<file path="config.mk">
export PLATFORM = sky130hd
export DESIGN_NAME = client_intake
export DESIGN_NICKNAME = d
export VERILOG_FILES = /design/src/logic/mem_ctrl_pkg.sv /design/src/logic/client_intake.sv
export SDC_FILE = /design/constraint.sdc
export NUM_CORES = 1
export LEC_CHECK = 0
export BUFFER_PORTS_ARGS = -buffer_cell sky130_fd_sc_hd__buf_2
export CORE_AREA = 3 3 243 245
export DETAILED_ROUTE_END_ITERATION = 10
export DIE_AREA = 0 0 246 248
export PLACE_DENSITY = 0.74
export SYNTH_ARGS = -nofsm -noshare
export SYNTH_HDL_FRONTEND = slang
export SYNTH_SLANG_ARGS = --single-unit
</file>
<file path="constraint.sdc">
create_clock -name clk -period 5.91 [get_ports clk]
set_input_delay 0.2955 -clock clk [delete_from_list [all_inputs] [get_ports clk]]
set_output_delay 0.2955 -clock clk [all_outputs]
set_load 0.005 [all_outputs]
</file>
<file path="src/logic/mem_ctrl_pkg.sv">
// Sizes, enums and packed structs shared by every block of the banked SRAM request controller
`default_nettype none

package mem_ctrl_pkg;

	// ------------------------------
	// Sizes
	// ------------------------------
	localparam int N_CLIENTS   = 4;
	localparam int N_BANKS     = 4;
	localparam int LINE_BYTES  = 8;
	localparam int ADDR_W      = 8;
	localparam int LINE_W      = LINE_BYTES * 8;
	localparam int BANK_DEPTH  = 8;
	localparam int QUEUE_DEPTH = 2;

	// Byte address is offset, then bank, then line index from the low end
	localparam int OFF_W    = $clog2(LINE_BYTES);
	localparam int BANK_W   = $clog2(N_BANKS);
	localparam int INDEX_W  = $clog2(BANK_DEPTH);
	localparam int IDX_LSB  = OFF_W + BANK_W;
	localparam int SIZE_W   = $clog2(LINE_BYTES) + 1;
	localparam int CLIENT_W = $clog2(N_CLIENTS);
	localparam int QPTR_W   = $clog2(QUEUE_DEPTH);
	localparam int QCNT_W   = $clog2(QUEUE_DEPTH + 1);

	// ------------------------------
	// Enums
	// ------------------------------
	typedef enum logic {
		OP_READ  = 1'b0,
		OP_WRITE = 1'b1
	} opcode_t;

	typedef enum logic [1:0] {
		ENG_IDLE = 2'd0,
		ENG_WAIT = 2'd1,
		ENG_RESP = 2'd2
	} engine_state_t;

	// ------------------------------
	// Structs
	// ------------------------------
	// Client request, first byte of wdata in the low byte
	typedef struct packed {
		opcode_t                 op;
		logic [ADDR_W-1:0]       addr;
		logic [SIZE_W-1:0]       size;
		logic [LINE_W-1:0]       wdata;
	} mem_req_t;

	// Client response, bytes beyond the size read as zero
	typedef struct packed {
		opcode_t                 op;
		logic [LINE_W-1:0]       data;
	} mem_rsp_t;

	// One engine's line request to one bank
	typedef struct packed {
		logic                    req;
		logic                    wr;
		logic [INDEX_W-1:0]      index;
		logic [LINE_W-1:0]       wdata;
		logic [LINE_BYTES-1:0]   be;
	} bank_req_t;

endpackage

`default_nettype wire

</file>
<file path="src/logic/client_intake.sv">
// Per-client request queues that accept credited requests and hand the head to each engine
`timescale 1ns/100ps
`default_nettype none

module client_intake (
	input  logic                                               clk,
	input  logic                                               rst_n,
	input  logic [mem_ctrl_pkg::N_CLIENTS-1:0]                 req_valid,
	input  mem_ctrl_pkg::mem_req_t [mem_ctrl_pkg::N_CLIENTS-1:0] req,
	input  logic [mem_ctrl_pkg::N_CLIENTS-1:0]                 take,
	output logic [mem_ctrl_pkg::N_CLIENTS-1:0]                 head_valid,
	output mem_ctrl_pkg::mem_req_t [mem_ctrl_pkg::N_CLIENTS-1:0] head,
	output logic [mem_ctrl_pkg::N_CLIENTS-1:0]                 credit_return
);

	// Circular pointer step over QUEUE_DEPTH slots
	function automatic logic [mem_ctrl_pkg::QPTR_W-1:0] next_ptr(
		input logic [mem_ctrl_pkg::QPTR_W-1:0] p
	);
		logic [mem_ctrl_pkg::QPTR_W-1:0] n;
		if (int'(p) == mem_ctrl_pkg::QUEUE_DEPTH - 1)
			n = '0;
		else
			n = p + 1'b1;
		return n;
	endfunction

	for (genvar c = 0; c < mem_ctrl_pkg::N_CLIENTS; c++) begin : g_queue
		mem_ctrl_pkg::mem_req_t slots [mem_ctrl_pkg::QUEUE_DEPTH];
		logic [mem_ctrl_pkg::QPTR_W-1:0] wr_ptr;
		logic [mem_ctrl_pkg::QPTR_W-1:0] rd_ptr;
		logic [mem_ctrl_pkg::QCNT_W-1:0] count;
		logic                            pop;

		// ------------------------------
		// Head and credit
		// ------------------------------
		assign head_valid[c] = (count != '0);
		assign head[c] = slots[rd_ptr];

		// Engine only takes a valid head, one credit goes back per pop
		assign pop = take[c] && head_valid[c];
		assign credit_return[c] = pop;

		// ------------------------------
		// Pointers and count
		// ------------------------------
		always_ff @(posedge clk or negedge rst_n) begin
			if (!rst_n) begin
				wr_ptr <= '0;
				rd_ptr <= '0;
				count  <= '0;
			end else begin
				if (req_valid[c])
					wr_ptr <= next_ptr(wr_ptr);
				if (pop)
					rd_ptr <= next_ptr(rd_ptr);
				case ({req_valid[c], pop})
					2'b10:   count <= count + 1'b1;
					2'b01:   count <= count - 1'b1;
					default: count <= count;
				endcase
			end
		end

		// Credit guarantees a free slot whenever req_valid is high
		always_ff @(posedge clk) begin
			if (req_valid[c])
				slots[wr_ptr] <= req[c];
		end
	end

endmodule

`default_nettype wire

</file>
==> results of run 1 <==
==> layout make-up <==
| class | instances | area (µm²) |
|---|---|---|
| clock inverter | 34 | 430 |
| multi-input combinational | 352 | 4140 |
| tap | 765 | 957 |
| clock buffer | 86 | 1790 |
| sequential | 632 | 18900 |
| timing repair buffer | 955 | 6370 |
| fill | 4128 | 24700 |
| antenna | 6 | 15.0 |
| inverter | 4 | 15.0 |
==> placed cells by master (no fill, tap or decap), drive strengths merged, types with 8 or more instances in the layout <==
cell / count
clkbuf: 86
inv: 10
and2: 8
nor2: 8
xnor2: 8
dlygate4sd3: 314
bufinv: 9
clkinv: 18
buf: 641
dfrtp: 16
xor2: 12
mux2: 308
edfxtp: 616
==> worst max path at each step <==
| stage | end | slack [ns] |
|---|---|---|
| finish | head[6] | 3.07 |
| global placement | head[299] | 3.71 |
| floorplan | g_queue[0].slots[0][0] | 1.80 |
| global route | head[237] | 2.95 |
| CTS | head[275] | 3.03 |
| detailed placement | head[264] | 3.69 |
==> kinds of logic after synthesis <==
family                     count (synthesis)  share of synthesized area (%)
DFF                                      632                           81.0
buffers and inverters                     44                           1.39
adders and majority gates                  4                          0.215
muxes                                    308                           16.2
and+or+nand+nor                           20                          0.472
xor gates and xnor gates                  20                          0.751
==> critical path: stages, from the launching register on <==
cell	delay, ns
dfrtp_4	0.52
buf_4	0.78
mux2_2	0.44
buf_2	0.13
==> per-layer routing <==
metal  routed length (µm)  up-vias  GRT usage [%]
met2                30800      592           32.4
met1                20200     6775           19.4
met3                 3980      136           4.67
met4                 2100        0           8.20
met5                    0        -              0
li1                     -     6045              -
==> flip-flops by register name, summed over array words and instances (netlist names) <==
register and flops:
g_queue.slots 616, g_queue.count 8, g_queue.wr_ptr 4, g_queue.rd_ptr 4
==> where the power goes <==
group          switching [mW]  internal, mW  total, mW  leakage (nW)
Combinational            1.74          2.02       3.75          5.57
Clock                    1.68          2.55       4.23          1.08
Sequential              0.504          5.98       6.48          5.96
Total                    3.92          10.6       14.5          12.6
==> impl_metrics.csv, run 1 <==
group,metric,value,unit
pwr,p_leak,12.6,nW
timing,setup_viol,0,
timing,fmax,352,MHz
die,die_y,248,µm
global_routing,antenna_found_initial,5,
critical_path,r2r-start,"g_queue[2].wr_ptr",
min_path,hp-class,"in2reg",
timing,max_slew_margin,21.4,%
timing,clock_skew,0.0126,ns
synth,syn_avg_cell_area,22.7,µm²
synth,synth_top_area_share,79.3,%
place,dpl.cell_count,2394,
layout,layout.nets,2334,
drt,drt_iter0_drc,622,
synth,syn_inst,1028,
place,dp_hpwl,33.5,mm
die,ioPinCount,634,
global_routing,grt_pass1_wl,83.2,mm
synth,netlist-cell-type-count,15,
min_path,hold_path.startpoint,"take[2]",
global_routing,grt.overflow.total,0,
place,io_buffers,633,
die,die_w,246,µm
layout,finalNonFillerCells,2834,
synth,synth_top_cells_by_count,"edfxtp_1 (616), mux2_2 (228), mux2_4 (80)",
cts,clk_latency,0.58,ns
synth,synthTopCellsByArea,"edfxtp_1 (79%), mux2_2 (11%), mux2_4 (5.1%)",
critical_path,startpoint,"g_queue[0].rd_ptr",
synth,synth_edf_count,616,
place,gp_congestion,0.798,
global_routing,grt_pass1_vias,14600,
synth,synth_top_cell_by_area,"edfxtp_1",
critical_path,crit_type,"reg2out",
cts,cts_max_level,3,
cts,cts_root_buf,"clkbuf_16",
synth,synth_ff_type,"edfxtp_1",
drt,drt_wl_total,57.1,mm
critical_path,r2r_slack,3.86,ns
die,rows,88,
cts,ctsResizeCount,0,
drt,via_per_inst,4.78,
cts,cts_num_sinks,632,
pwr,total_power,14.5,mW
timing,tns,0,ns
timing,post-route-min-period,2.84,ns
critical_path,crit_fanout,68,
layout,design_area,0.0326,mm²
drt,ant_nets,0,
synth,async_flop_share,2.53,%
synth,seq_area_frac_synth,81.0,%
synth,yosysWarningCount,0,
job,drv_cap,0,
critical_path,reg2reg_depth,2,
cts,cts.clk_slew.worst_paths,0.06,ns
drt,dr.pass1.iters,4,
drt,num_vias,13500,
pwr,power_density,443,mW/mm²
timing,fin_ws,3.07,ns
synth,synth_area,0.0233,mm²
cts,cts_tree,"done",
timing,hold_viol,0,
global_routing,track_usage,17.8,%
layout,syn2layout_area_growth,39.9,%
die,initial_utilization,40.7,%
layout,fin_util,56.9,%
min_path,hold_depth,3,
die,core_area,0.0574,mm²
cts,cts_hold_buf,314,
place,place_area,0.0273,mm²
synth,synth-seq-cells,632,
critical_path,crit_required,5.61,ns
cts,clk_path_buf_depth,3,
drt,routedWlPerCell,20.2,µm
cts,postCtsSetupRepairBufs,0,
die,die-area,0.0610,mm²
critical_path,crit_path_end_kind,"output pin",
global_routing,grt_max_degree,79,
drt,drc_errors,0,
cts,cts-buffers-inserted,67,
timing,rsz0062_at_grt,"no",
timing,period_share,48.0,%
pwr,ir_drop,0.000321,V
critical_path,start_kind,"register",
layout,drive_above_1_share,51.4,%
synth,synth_nets,1350,
timing,maxSlewViolCount,0,
critical_path,worstPathArrival,2.54,ns
place,dp_worst_setup_slack,3.69,ns
synth,synth_most_common_cell,"edfxtp_1",
min_path,whs_endpoint,"g_queue[2].rd_ptr",
run_status,status,"complete, no violations",
critical_path,worst_r2r_endpoint,"g_queue[2].slots[0][35]",
timing,worstMarginPinSlew,1.18,ns
timing,hold_slack,0.0818,ns
Power figures use the tool's default switching activity.
==> inputs of run 2 (changes only) <==
--- a/config.mk
+++ b/config.mk
@@ -6,10 +6,10 @@
 export NUM_CORES = 1
 export LEC_CHECK = 0
 export BUFFER_PORTS_ARGS = -buffer_cell sky130_fd_sc_hd__buf_2
-export CORE_AREA = 3 3 243 245
+export CORE_AREA = 3 3 248 250
 export DETAILED_ROUTE_END_ITERATION = 10
-export DIE_AREA = 0 0 246 248
-export PLACE_DENSITY = 0.74
+export DIE_AREA = 0 0 251 253
+export PLACE_DENSITY = 0.75
 export SYNTH_ARGS = -nofsm -noshare
 export SYNTH_HDL_FRONTEND = slang
 export SYNTH_SLANG_ARGS = --single-unit
==> constraint.sdc (replaced) <==
create_clock -name clk -period 2.3 [get_ports clk]
set_input_delay 0.115 -clock clk [delete_from_list [all_inputs] [get_ports clk]]
set_output_delay 0.115 -clock clk [all_outputs]
set_load 0.005 [all_outputs]
==> run 2 against run 1 <==
Against the previous run:
- via count is 0.29% higher
- final area rose by 0.83%
- combinational power grew to 2.9 times the previous value
- clock skew fell by 0.00067 ns
- sequential share of layout area is 0.48 points lower
- sequential power rose to 2.5 times the previous value
- critical path depth is the same
- global-route usage about the same
- count of clock-buffer cells in the layout shrank 13
- clock power grew 130%
- core utilization decreased by 1.3 points
- setup slack got worse by 3.0 ns
- critical path type unchanged
- critical endpoint is now head[71]
- highest routed layer unchanged
==> impl_metrics.csv, run 2 (synthesized netlist as in run 1, its figures left out) <==
group,metric,value,unit
die,ioPinCount,634,
critical_path,cpPeakStageDelay,0.64,ns
min_path,hp-class,"in2async",
cts,clk_path_buf_depth,3,
pwr,power_density,1120,mW/mm²
drt,via_per_inst,4.73,
timing,maxSlewViolCount,0,
cts,cts-buffers-inserted,61,
layout,finalNonFillerCells,2870,
timing,post-route-min-period,2.18,ns
timing,fin_ws,0.119,ns
layout,drive_above_1_share,51.8,%
timing,max_slew_margin,61.8,%
timing,period_share,94.8,%
layout,final_cell_mix,"buf_2 (633), edfxtp_1 (616), dlygate4sd3_1 (317)",
die,die-area,0.0635,mm²
layout,largest_reg_flops,616,
critical_path,crit_chain,"buf_12 > mux2_2 > buf_2",
cts,cts_root_buf,"clkbuf_16",
drt,ant_nets,0,
global_routing,grt_max_degree,78,
global_routing,track_usage,17.8,%
die,initial_utilization,39.4,%
place,io_buffers,633,
drt,drt_iter0_drc,641,
global_routing,grt_pass1_wl,86.9,mm
critical_path,worstPathArrival,2.07,ns
critical_path,crit_type,"reg2out",
cts,cts_tree,"done",
job,drv_cap,0,
timing,tns,0,ns
layout,reg_top3,"g_queue.slots (616), g_queue.count (8)",
place,dpl.cell_count,2426,
layout,syn2layout_area_growth,41.1,%
global_routing,antenna_found_initial,10,
critical_path,critPathSlowestCell,"dfrtp_4",
cts,cts_max_level,2,
critical_path,crit_buf_inv,2,
cts,cts_num_sinks,632,
timing,worstMarginPinSlew,0.572,ns
place,dp_worst_setup_slack,0.587,ns
die,die_w,251,µm
timing,rsz0062_at_grt,"no",
die,core_area,0.0592,mm²
layout,mostFrequentLayoutCell,"buf_2",
critical_path,crit_path_end_kind,"output pin",
layout,multiInputGateArea,0.00414,mm²
critical_path,crit_family,"flip-flops",
drt,drc_errors,0,
drt,routedWlPerCell,20.5,µm
cts,cts.clk_slew.worst_paths,0.06,ns
pwr,ir_drop,0.000784,V
drt,num_vias,13600,
layout,seqCellArea,0.0189,mm²
run_status,status,"complete, no violations",
layout,layout.nets,2359,
pwr,total_power,36.8,mW
die,die_y,253,µm
timing,fmax,458,MHz
critical_path,r2r-start,"g_queue[1].count[0]",
global_routing,grt_pass1_vias,15000,
drt,dr.pass1.iters,4,
global_routing,grt.overflow.total,0,
critical_path,startpoint,"g_queue[0].rd_ptr",
pwr,p_leak,12.7,nW
place,dp_hpwl,37.4,mm
layout,top_register,"g_queue.slots",
critical_path,crit_fanout,33,
critical_path,start_kind,"register",
drt,drt_wl_total,58.9,mm
layout,fillers,4290,
cts,ctsResizeCount,0,
die,rows,89,
timing,clock_skew,0.0119,ns
timing,setup_viol,0,
place,gp_congestion,0.861,
cts,clk_latency,0.60,ns
critical_path,crit_required,2.18,ns
timing,hold_viol,0,
==> run 2: changes by cell type in the layout (fill, tap and decap cells not counted), sizes merged <==
cell	change
buf	+28
clkbuf	-13
clkinv	+13
diode	+4
inv	-4
bufinv	-3
dlygate4sd3	+3
==> run 2: final timing paths <==
| path | slack, ns | to | cells past startpoint |
|---|---|---|---|
| max reg2reg | 0.57 | g_queue[1].count[1] | 5 |
| max in group asynchronous | 1.89 | g_queue[0].rd_ptr | 2 |
| max | 0.12 | head[71] | 3 |
| min | 0.05 | g_queue[1].rd_ptr | 2 |
| min reg2reg | 0.47 | g_queue[1].count[1] | 1 |
| min in group clk | 0.23 | g_queue[1].slots[0][27] | 2 |
==> run 2: final cells by class <==
cell class              instances  area share (%)
inverters                       4          0.0456
multi-input cells             352            12.6
well taps                     773            2.94
diodes                         10          0.0760
clock inverters                40            1.12
repair buffers                986            21.0
flip-flops and latches        632            57.5
clock buffers                  73            4.78
==> run 2: routing by layer <==
layer  vias to the layer above  global-route usage (%)  routed length (µm)
li1                       6106                       -                   -
met1                      6758                    18.6               20400
met2                       587                    33.3               31800
met3                       136                    5.04                4200
met4                         0                    7.79                2460
met5                         -                       0                   0
==> run 2: timing repair <==
| action | in CTS | in global routing |
|---|---|---|
| hold endpoints to repair | 649 | 0 |
| pin swaps | 0 | 0 |
| setup endpoints to repair | 89 | 22 |
| setup buffers | 2 | 2 |
| cloned | 0 | 0 |
| hold buffers | 317 | 0 |
==> run 2: per-stage QoR <==
step | hold WS (ns) | cell area [µm²] | utilization, %
after detailed placement | 0.112 | 27700 | 46.7
final | 0.0489 | 32900 | 55.5
after global placement | 0.109 | 27700 | 46.7
after CTS | 0.00361 | 32900 | 55.5
after floorplan | -0.181 | 23400 | -
after global routing | 0.0557 | 32900 | 55.5
==> run 2: worst register-to-register path, cell delays in order (launching register included) <==
cell,delay (ns)
dfrtp_1,0.42
or2_2,0.32
and2_1,0.27
ha_1,0.34
nor2_1,0.13
xor2_1,0.16
==> run 2: report_power, final <==
group / switching (mW) / internal (mW)
clock network: 4.17 / 5.54
registers: 0.916 / 15.3
logic: 5.14 / 5.75
total: 10.2 / 26.6
