==> src/logic/mem_ctrl_pkg.sv <==
// Sizes, enums and packed structs shared by every block of the banked SRAM request controller
`default_nettype none

package mem_ctrl_pkg;

	// ------------------------------
	// Sizes
	// ------------------------------
	localparam int N_CLIENTS   = 4;
	localparam int N_BANKS     = 4;
	localparam int LINE_BYTES  = 8;
	localparam int ADDR_W      = 8;
	localparam int LINE_W      = LINE_BYTES * 8;
	localparam int BANK_DEPTH  = 8;
	localparam int QUEUE_DEPTH = 2;

	// Byte address is offset, then bank, then line index from the low end
	localparam int OFF_W    = $clog2(LINE_BYTES);
	localparam int BANK_W   = $clog2(N_BANKS);
	localparam int INDEX_W  = $clog2(BANK_DEPTH);
	localparam int IDX_LSB  = OFF_W + BANK_W;
	localparam int SIZE_W   = $clog2(LINE_BYTES) + 1;
	localparam int CLIENT_W = $clog2(N_CLIENTS);
	localparam int QPTR_W   = $clog2(QUEUE_DEPTH);
	localparam int QCNT_W   = $clog2(QUEUE_DEPTH + 1);

	// ------------------------------
	// Enums
	// ------------------------------
	typedef enum logic {
		OP_READ  = 1'b0,
		OP_WRITE = 1'b1
	} opcode_t;

	typedef enum logic [1:0] {
		ENG_IDLE = 2'd0,
		ENG_WAIT = 2'd1,
		ENG_RESP = 2'd2
	} engine_state_t;

	// ------------------------------
	// Structs
	// ------------------------------
	// Client request, first byte of wdata in the low byte
	typedef struct packed {
		opcode_t                 op;
		logic [ADDR_W-1:0]       addr;
		logic [SIZE_W-1:0]       size;
		logic [LINE_W-1:0]       wdata;
	} mem_req_t;

	// Client response, bytes beyond the size read as zero
	typedef struct packed {
		opcode_t                 op;
		logic [LINE_W-1:0]       data;
	} mem_rsp_t;

	// One engine's line request to one bank
	typedef struct packed {
		logic                    req;
		logic                    wr;
		logic [INDEX_W-1:0]      index;
		logic [LINE_W-1:0]       wdata;
		logic [LINE_BYTES-1:0]   be;
	} bank_req_t;

endpackage

`default_nettype wire

==> src/logic/split_engine.sv <==
// Per-client engine that splits one access over one or two banks, aligns it and builds the response
`timescale 1ns/100ps
`default_nettype none

module split_engine (
	input  logic                                                       clk,
	input  logic                                                       rst_n,
	input  logic                                                       head_valid,
	input  mem_ctrl_pkg::mem_req_t                                     head,
	input  logic [mem_ctrl_pkg::N_BANKS-1:0]                           gnt,
	input  logic [mem_ctrl_pkg::N_BANKS-1:0][mem_ctrl_pkg::LINE_W-1:0] rdata,
	output logic                                                       take,
	output mem_ctrl_pkg::bank_req_t [mem_ctrl_pkg::N_BANKS-1:0]        bank_req,
	output logic                                                       rsp_valid,
	output mem_ctrl_pkg::mem_rsp_t                                     rsp
);

	// Wide enough for offset plus size without overflow
	typedef logic [mem_ctrl_pkg::SIZE_W:0] span_t;

	mem_ctrl_pkg::engine_state_t state;
	mem_ctrl_pkg::mem_req_t      cur_req;

	logic [mem_ctrl_pkg::OFF_W-1:0]        off;
	logic [mem_ctrl_pkg::BANK_W-1:0]       bank0;
	logic [mem_ctrl_pkg::BANK_W-1:0]       bank1;
	logic [mem_ctrl_pkg::INDEX_W-1:0]      idx0;
	logic [mem_ctrl_pkg::INDEX_W-1:0]      idx1;
	logic                                  is_read;
	logic                                  head_split;
	logic                                  pend0;
	logic                                  pend1;
	logic                                  grab0;
	logic                                  grab1;
	logic                                  gnt0;
	logic                                  gnt1;
	logic [mem_ctrl_pkg::LINE_BYTES-1:0]   size_mask;
	logic [2*mem_ctrl_pkg::LINE_BYTES-1:0] be_wide;
	logic [2*mem_ctrl_pkg::LINE_W-1:0]     wdata_wide;
	logic [mem_ctrl_pkg::LINE_W-1:0]       line0;
	logic [mem_ctrl_pkg::LINE_W-1:0]       line1;
	logic [2*mem_ctrl_pkg::LINE_W-1:0]     merged;

	// ------------------------------
	// Address decode
	// ------------------------------
	assign off     = cur_req.addr[mem_ctrl_pkg::OFF_W-1:0];
	assign bank0   = cur_req.addr[mem_ctrl_pkg::OFF_W +: mem_ctrl_pkg::BANK_W];
	assign idx0    = cur_req.addr[mem_ctrl_pkg::IDX_LSB +: mem_ctrl_pkg::INDEX_W];
	assign is_read = (cur_req.op == mem_ctrl_pkg::OP_READ);

	// Lines interleave over banks, so the second line sits in the next bank
	assign bank1 = bank0 + 1'b1;
	// Wrapping from the last bank moves to the next line row
	assign idx1  = (&bank0) ? idx0 + 1'b1 : idx0;

	assign head_split = (span_t'(head.addr[mem_ctrl_pkg::OFF_W-1:0]) + span_t'(head.size))
		> span_t'(mem_ctrl_pkg::LINE_BYTES);

	assign take = (state == mem_ctrl_pkg::ENG_IDLE) && head_valid;

	// ------------------------------
	// Write alignment
	// ------------------------------
	always_comb begin
		for (int j = 0; j < mem_ctrl_pkg::LINE_BYTES; j++)
			size_mask[j] = (j < int'(cur_req.size));
	end

	// Low half lands in the first line, high half in the second
	assign be_wide    = {{mem_ctrl_pkg::LINE_BYTES{1'b0}}, size_mask} << off;
	assign wdata_wide = {{mem_ctrl_pkg::LINE_W{1'b0}}, cur_req.wdata} << {off, 3'b000};

	always_comb begin
		bank_req = '0;
		for (int b = 0; b < mem_ctrl_pkg::N_BANKS; b++) begin
			if (b == int'(bank0)) begin
				bank_req[b].req   = pend0;
				bank_req[b].wr    = !is_read;
				bank_req[b].index = idx0;
				bank_req[b].wdata = wdata_wide[mem_ctrl_pkg::LINE_W-1:0];
				bank_req[b].be    = be_wide[mem_ctrl_pkg::LINE_BYTES-1:0];
			end else if (b == int'(bank1)) begin
				bank_req[b].req   = pend1;
				bank_req[b].wr    = !is_read;
				bank_req[b].index = idx1;
				bank_req[b].wdata = wdata_wide[2*mem_ctrl_pkg::LINE_W-1:mem_ctrl_pkg::LINE_W];
				bank_req[b].be    = be_wide[2*mem_ctrl_pkg::LINE_BYTES-1:mem_ctrl_pkg::LINE_BYTES];
			end
		end
	end

	assign gnt0 = pend0 && gnt[bank0];
	assign gnt1 = pend1 && gnt[bank1];

	// ------------------------------
	// FSM
	// ------------------------------
	always_ff @(posedge clk or negedge rst_n) begin
		if (!rst_n) begin
			state <= mem_ctrl_pkg::ENG_IDLE;
			pend0 <= 1'b0;
			pend1 <= 1'b0;
			grab0 <= 1'b0;
			grab1 <= 1'b0;
		end else begin
			// Bank read data shows up one cycle after its grant
			grab0 <= gnt0 && is_read;
			grab1 <= gnt1 && is_read;
			case (state)
				mem_ctrl_pkg::ENG_IDLE: begin
					if (take) begin
						state <= mem_ctrl_pkg::ENG_WAIT;
						pend0 <= 1'b1;
						pend1 <= head_split;
					end
				end
				mem_ctrl_pkg::ENG_WAIT: begin
					if (gnt0)
						pend0 <= 1'b0;
					if (gnt1)
						pend1 <= 1'b0;
					// Last grant was one cycle back, its data is captured on this edge
					if (!pend0 && !pend1)
						state <= mem_ctrl_pkg::ENG_RESP;
				end
				mem_ctrl_pkg::ENG_RESP: state <= mem_ctrl_pkg::ENG_IDLE;
				default:                state <= mem_ctrl_pkg::ENG_IDLE;
			endcase
		end
	end

	always_ff @(posedge clk) begin
		if (take)
			cur_req <= head;
		if (grab0)
			line0 <= rdata[bank0];
		if (grab1)
			line1 <= rdata[bank1];
	end

	// ------------------------------
	// Response
	// ------------------------------
	assign merged = {line1, line0} >> {off, 3'b000};

	always_comb begin
		rsp.op   = cur_req.op;
		rsp.data = '0;
		if (is_read) begin
			for (int j = 0; j < mem_ctrl_pkg::LINE_BYTES; j++) begin
				if (size_mask[j])
					rsp.data[j*8 +: 8] = merged[j*8 +: 8];
			end
		end
	end

	assign rsp_valid = (state == mem_ctrl_pkg::ENG_RESP);

endmodule

`default_nettype wire

==> config.mk <==
export PLATFORM = sky130hd
export DESIGN_NAME = split_engine
export DESIGN_NICKNAME = d
export VERILOG_FILES = /design/src/logic/mem_ctrl_pkg.sv /design/src/logic/split_engine.sv
export SDC_FILE = /design/constraint.sdc
export NUM_CORES = 1
export LEC_CHECK = 0
export BUFFER_PORTS_ARGS = -buffer_cell sky130_fd_sc_hd__buf_2
export CORE_AREA = 2 2 281 283
export CTS_BUF_LIST = sky130_fd_sc_hd__clkbuf_4 sky130_fd_sc_hd__clkbuf_8 sky130_fd_sc_hd__clkbuf_16
export DETAILED_ROUTE_END_ITERATION = 16
export DIE_AREA = 0 0 283 285
export GPL_TIMING_DRIVEN = 0
export MAX_ROUTING_LAYER = met4
export PLACE_DENSITY_LB_ADDON = 0.08
export SYNTH_ARGS = -nofsm -noshare
export SYNTH_HDL_FRONTEND = slang
export SYNTH_SLANG_ARGS = --single-unit
==> constraint.sdc <==
create_clock -name clk -period 7.75 [get_ports clk]
set_input_delay 1.1625 -clock clk [delete_from_list [all_inputs] [get_ports clk]]
set_output_delay 1.1625 -clock clk [all_outputs]
set_load 0.05 [all_outputs]
==> results of run 1 <==
through the flow:
step	hold slack, ns	setup TNS, ns
detailed placement	0.5196	0
global placement	0.4818	-0.8170
finish	0.3784	0
global route	0.3708	0
CTS	0.3401	0
floorplan	0.4578	0
final timing paths:
path | startpoint | cells past startpoint | slack (ns) | end
min reg2reg | state[1] | 1 | 0.54 | state[0]
max reg2reg | bank0[0] | 9 | 2.13 | line1[28]
max in group asynchronous | rst_n | 1 | 7.20 | grab0
max | bank0[0] | 12 | 0.53 | bank_req[270]
min | rst_n | 1 | 0.38 | state[0]
min in group clk | state[1] | 1 | 0.54 | state[0]
synthesized netlist by cell type (2+ instances only):
library cell / instances / area [µm²]
a211oi_1: 3 / 22.52
a21o_1: 3 / 22.52
a21oi_1: 82 / 410.4
a22o_1: 52 / 455.4
a22oi_1: 9 / 67.56
a31oi_1: 34 / 212.7
a32o_1: 32 / 320.3
and2_1: 21 / 131.4
and3b_1: 3 / 26.28
buf_1: 22 / 82.58
buf_2: 50 / 250.2
buf_4: 13 / 97.59
buf_6: 12 / 135.1
clkbuf_1: 95 / 356.6
dfrtp_1: 6 / 150.1
edfxtp_1: 197 / 5916
ha_1: 11 / 137.6
inv_1: 13 / 48.80
mux2_2: 25 / 281.5
mux2i_1: 201 / 2012
mux4_2: 194 / 4369
nand2_1: 194 / 728.2
nand2b_1: 6 / 37.54
nand3_1: 17 / 85.08
nand3b_1: 7 / 52.55
nor2_1: 96 / 360.4
nor2b_1: 55 / 344.1
nor3_1: 5 / 25.02
nor3b_1: 2 / 15.01
nor4_2: 2 / 25.02
o21a_1: 3 / 22.52
o21ai_0: 139 / 695.7
o21bai_1: 2 / 15.01
o22ai_1: 6 / 37.54
o2bb2ai_1: 32 / 280.3
o32ai_1: 6 / 52.55
or2_2: 5 / 31.28
kinds of logic after synthesis:
family / Yosys count
flops: 203
buf+inv: 208
mux: 420
compound gates: 411
xor+xnor: 1
fa+ha+maj: 12
simple gates: 419
power by group:
group / switching (mW) / internal, mW / total (mW)
clock: 0.569 / 0.823 / 1.39
sequential: 0.254 / 1.51 / 1.76
combinational: 4.16 / 1.53 / 5.70
final cells by class:
| class | count | area, µm² |
|---|---|---|
| Inverter | 15 | 56.30 |
| Sequential cell | 203 | 6073 |
| Timing Repair Buffer | 721 | 3709 |
| Clock buffer | 40 | 839.6 |
| Clock inverter | 13 | 140.1 |
| Buffer | 193 | 927.1 |
| Tap cell | 1050 | 1314 |
| Antenna cell | 6 | 15.01 |
| Fill cell | 8245 | 53470 |
| Multi-Input combinational cell | 1263 | 11430 |
registers in the layout, summed over array words and instances (netlist names):
signal and flops:
line1 56, state 2, rsp 1, cur_req 74
grab0 1, line0 64, pend1 1, pend0 1
bank0 2, grab1 1
worst max-delay path: cells and delay by family, from the launching register on:
family	cells	cell delay, ns
AOI/OAI and AO/OA	1	0.22
and+or+nand+nor	1	0.28
DFF	1	0.43
adders and majority gates	1	0.22
buffers and inverters	9	4.26
per-layer routing:
metal	routed length (µm)	track usage (%)	up-vias	part of all wire (%)
met1	50070	36.88	10160	39
met2	66270	55.88	1111	51
met3	7213	3.912	204	5.6
li1	-	-	8089	-
met5	0	-	-	0
met4	5391	12.02	0	4.2
==> metrics, run 1 <==
outcome=completed; die area=0.08066 mm²; first-pass GRT wire length=172100 µm; vias in the first global route=19780; Critical Path Source Type=flop; CP endpoint kind=output port; HP Class=in -> async; Rows=103; #FFs+latches synth=203; Yosys warning count=0; Ports=715; initial drt markers=1669; CTS max path bufs=3; Final Routed Wirelength=128900 µm; Final Power=8.856 mW; CP Class=reg -> out; Starting Density=23.68%; Worst Max-Slew Pin Slew=1.373 ns; post-synthesis average cell area=11.03 µm²; max-slew violation count=0; final hold vios=0; commonest non-fill, non-tap cells in the layout=buf_2 (764), mux2i_1 (201), edfxtp_1 (197); highest net fanout along the worst path=10; post-route ant nets=0; post-CTS resize count=0; Peak Freq=138.6 MHz; CTS tree=built; GRT Total Usage=31.73%; Via Count=19570; # DRC=0; TritonRoute pass-1 iters=5; Post-synth EDFFs=197; setup bufs post-CTS=0; clock sink count=203; slowest CP cell=clkbuf_1; Post-Syn Instances=1674; main combinational cell family by area after synthesis=multiplexers; mux cell area share after synthesis=36.08%; post-route minimum period=7.217 ns; post-synthesis adder-cell area fraction=0.8538%; Synth Area in Simple Gates=10.32%; # nets final=2778; Clock Skew=0.02729 ns; Place WS=1.077 ns; placed instance count=3445; CTS Buf Count=29; Worst-Skew Late Latency=0.61 ns; DP HPWL=105000 µm; predominant post-synthesis flop cell=edfxtp_1; wire per inst=36.80 µm; synthesis-to-finish area growth=32.69%; Final Cycle Share=93.12%; Worst EP arrival=6.05 ns; core footprint=0.07797 mm²; count of cell types in the netlist=56; post-route cell area=0.02450 mm²; maximum number of pins on one net before global-route repair=57; IO Port Bufs=714; Reg clk slew, reported paths=0.06 ns; ys async rst share=2.956%; Compound-Gate Fraction of Synth Area=14.52%; crit path cell chain=clkbuf_1 -> buf_2 -> buf_2 -> buf_2 -> inv_1 -> ha_1 -> clkbuf_1 -> nand2b_1 -> clkbuf_1 -> clkbuf_1 -> o2bb2ai_1 -> buf_2; worst stage delay on the critical path=0.78 ns; antenna violations before repair=9; global placement routability congestion=0.9670; PwrDens=361.5 mW/mm²; fraction of layout cells with a size suffix above 1=44.16%; Vias/cell=5.584; Net Count, Synth=2026; clock root buffer=clkbuf_16; Slew HR=8.484%; leakage power=10.24 nW; fin cells=3504; die span in y=285 µm; WP data required=6.59 ns; max_cap viols=0; RSZ-0062 raised after global routing=false; peak supply drop=168.7 µV; Final Worst Setup Slack=0.5329 ns; xor/xnor share of the synthesized area=0.04743%; synthesized area=0.01847 mm²; final setup fails=0; sequential share of the synthesized area=32.85%; GRT Residual Overflow=0; H-tree depth=1; Die X=283 µm; most common cell after layout, fill and taps aside=buf_2; Layout Utilization=31.42%; hold_buf cts=0; placed cell areas=0.02351 mm²
No activity file was read; power rests on OpenSTA's default activity.
==> inputs of run 2 (changes only) <==
- REMOVE_ABC_BUFFERS: not set -> 1
==> metrics, run 2 (synthesized netlist as in run 1, its figures left out) <==
vias in the first global route=18200 (was 19780); commonest non-fill, non-tap cells in the layout=buf_2 (715), mux2i_1 (201), edfxtp_1 (197) (was buf_2 (764), mux2i_1 (201), edfxtp_1 (197)); worst-case reg-to-reg path depth=7 (was 9); final setup fails=0 (unchanged); H-tree depth=1 (unchanged); post-route minimum period=5.877 ns (was 7.217 ns); post-CTS resize count=0 (unchanged); IO Port Bufs=714 (unchanged); hold_buf cts=0 (unchanged); # DRC=0 (unchanged); CP Class=reg -> out (unchanged); Reg with most FFs=cur_req (unchanged); max FFs per register=74 (unchanged); Final Routed Wirelength=92210 µm (was 128900 µm); synthesis-to-finish area growth=35.34% (was 32.69%); Vias/cell=5.227 (was 5.584); CP dominant cell by count=buf_12; CP endpoint kind=output port (unchanged); CTS tree=built (unchanged); Clock Skew=0.02196 ns (was 0.02729 ns); Worst EP arrival=4.71 ns (was 6.05 ns); Critical Path Source Type=flop (unchanged); Die X=283 µm (unchanged); post-route ant nets=0 (unchanged); DP HPWL=72100 µm (was 105000 µm); max_cap viols=0 (unchanged); highest net fanout along the worst path=31 (was 10); peak supply drop=200.5 µV (was 168.7 µV); core footprint=0.07797 mm² (unchanged); final hold vios=0 (unchanged); crit path cell chain=buf_12 -> ha_1 -> nand2b_2 -> buf_12 -> nor2_1 -> a22o_1 -> buf_2 (was clkbuf_1 -> buf_2 -> buf_2 -> buf_2 -> inv_1 -> ha_1 -> clkbuf_1 -> nand2b_1 -> clkbuf_1 -> clkbuf_1 -> o2bb2ai_1 -> buf_2); fin cells=3364 (was 3504); maximum number of pins on one net before global-route repair=78 (was 57); TritonRoute pass-1 iters=6 (was 5); post-route cell area=0.02499 mm² (was 0.02450 mm²); antenna violations before repair=10 (was 9); Slew HR=18.90% (was 8.484%); most common cell after layout, fill and taps aside=buf_2 (unchanged); placed instance count=3306 (was 3445); HP Class=in -> async (unchanged); GRT Total Usage=22.67% (was 31.73%); Worst-Skew Late Latency=0.59 ns (was 0.61 ns); max-slew violation count=0 (unchanged); Layout fillers=8061 (was 8245); Rows=103 (unchanged); Final Power=8.428 mW (was 8.856 mW); clock sink count=203 (unchanged); Peak Freq=170.2 MHz (was 138.6 MHz); WP data required=6.59 ns (about the same); Ports=715 (unchanged); outcome=completed (unchanged); total negative slack=0 ns (unchanged); slowest CP cell=ha_1 (was clkbuf_1); Worst Max-Slew Pin Slew=1.214 ns (was 1.373 ns); PwrDens=337.3 mW/mm² (was 361.5 mW/mm²); die area=0.08066 mm² (unchanged); initial drt markers=1144 (was 1669); Via Count=17580 (was 19570); RSZ-0062 raised after global routing=false (unchanged); CTS max path bufs=3 (unchanged); GRT Residual Overflow=0 (unchanged); clock root buffer=clkbuf_16 (unchanged); Starting Density=23.68% (unchanged); placed cell areas=0.02401 mm² (was 0.02351 mm²); leakage power=10.40 nW (was 10.24 nW); CTS Buf Count=29 (unchanged); worst stage delay on the critical path=0.93 ns (was 0.78 ns); Largest regs=cur_req: 74 flops, line0: 64 flops, line1: 56 flops (unchanged); Reg clk slew, reported paths=0.06 ns (about the same); wire per inst=27.41 µm (was 36.80 µm); global placement routability congestion=0.8551 (was 0.9670); Final Cycle Share=75.83% (was 93.12%); # nets final=2639 (was 2778); first-pass GRT wire length=131900 µm (was 172100 µm); fraction of layout cells with a size suffix above 1=46.43% (was 44.16%); setup bufs post-CTS=0 (unchanged); die span in y=285 µm (unchanged)
==> run 2: cell count changes in the layout (fill, tap and decap cells not counted), sizes merged <==
cell      previous run  this run
clkinv               8        13
buf                818       775
diode                6         5
clkbuf             136        37
bufinv               2         3
clkinvlp             3         0
==> run 2: worst max-delay path, delay by kind of cell, from the launching register on <==
kind / cells / cell delay [ns]
compound gates: 1 / 0.33
fa+ha+maj: 1 / 0.93
buf+inv: 3 / 0.84
flops: 1 / 0.91
simple gates: 2 / 1.06
==> run 2: layer usage <==
layer  part of all wire, %  wire length, µm  track usage, %  vias up
met1                    39            36050           25.97     8884
met4                   1.6             1481           4.335        0
met2                    53            48420           40.80      792
met5                     0                0               -        -
met3                   6.8             6265           4.784       84
li1                      -                -               -     7824
==> run 2: report_power, final <==
| part | internal (mW) | switching, mW |
|---|---|---|
| Combinational | 1.69 | 3.63 |
| Clock | 0.832 | 0.556 |
| Sequential | 1.51 | 0.215 |
| Total | 4.03 | 4.40 |
==> run 2: cell type report <==
cell class	count	area (µm²)	share of cell area, %
antenna	5	12.51	0.05007
clock buffer	37	810.8	3.244
clock inverter	16	157.7	0.6309
inverter	15	66.31	0.2654
multi-input combinational	1263	11530	46.14
sequential	203	6073	24.30
tap	1050	1314	5.257
timing repair buffer	775	5025	20.11
==> run 2: final timing paths <==
path                          start       endpoint  slack, ns
setup reg to reg           bank0[1]          pend1       4.73
hold / removal                rst_n       state[0]       0.40
hold reg to reg            state[1]       state[0]       0.49
max in group asynchronous     rst_n          grab0       7.18
min in group clk           state[1]       state[0]       0.49
setup / recovery           bank0[0]  bank_req[212]       1.87
==> run 2: per-stage QoR <==
| step | utilization [%] | hold WS, ns | worst slack (ns) |
|---|---|---|---|
| global route | 32.05 | 0.3877 | 1.667 |
| global placement | 28.76 | 0.4645 | -7.447 |
| detailed placement | 30.79 | 0.4860 | 2.362 |
| CTS | 32.04 | 0.3689 | 1.678 |
| finish | 32.05 | 0.4030 | 1.873 |
| floorplan | - | 0.4411 | -2.545 |
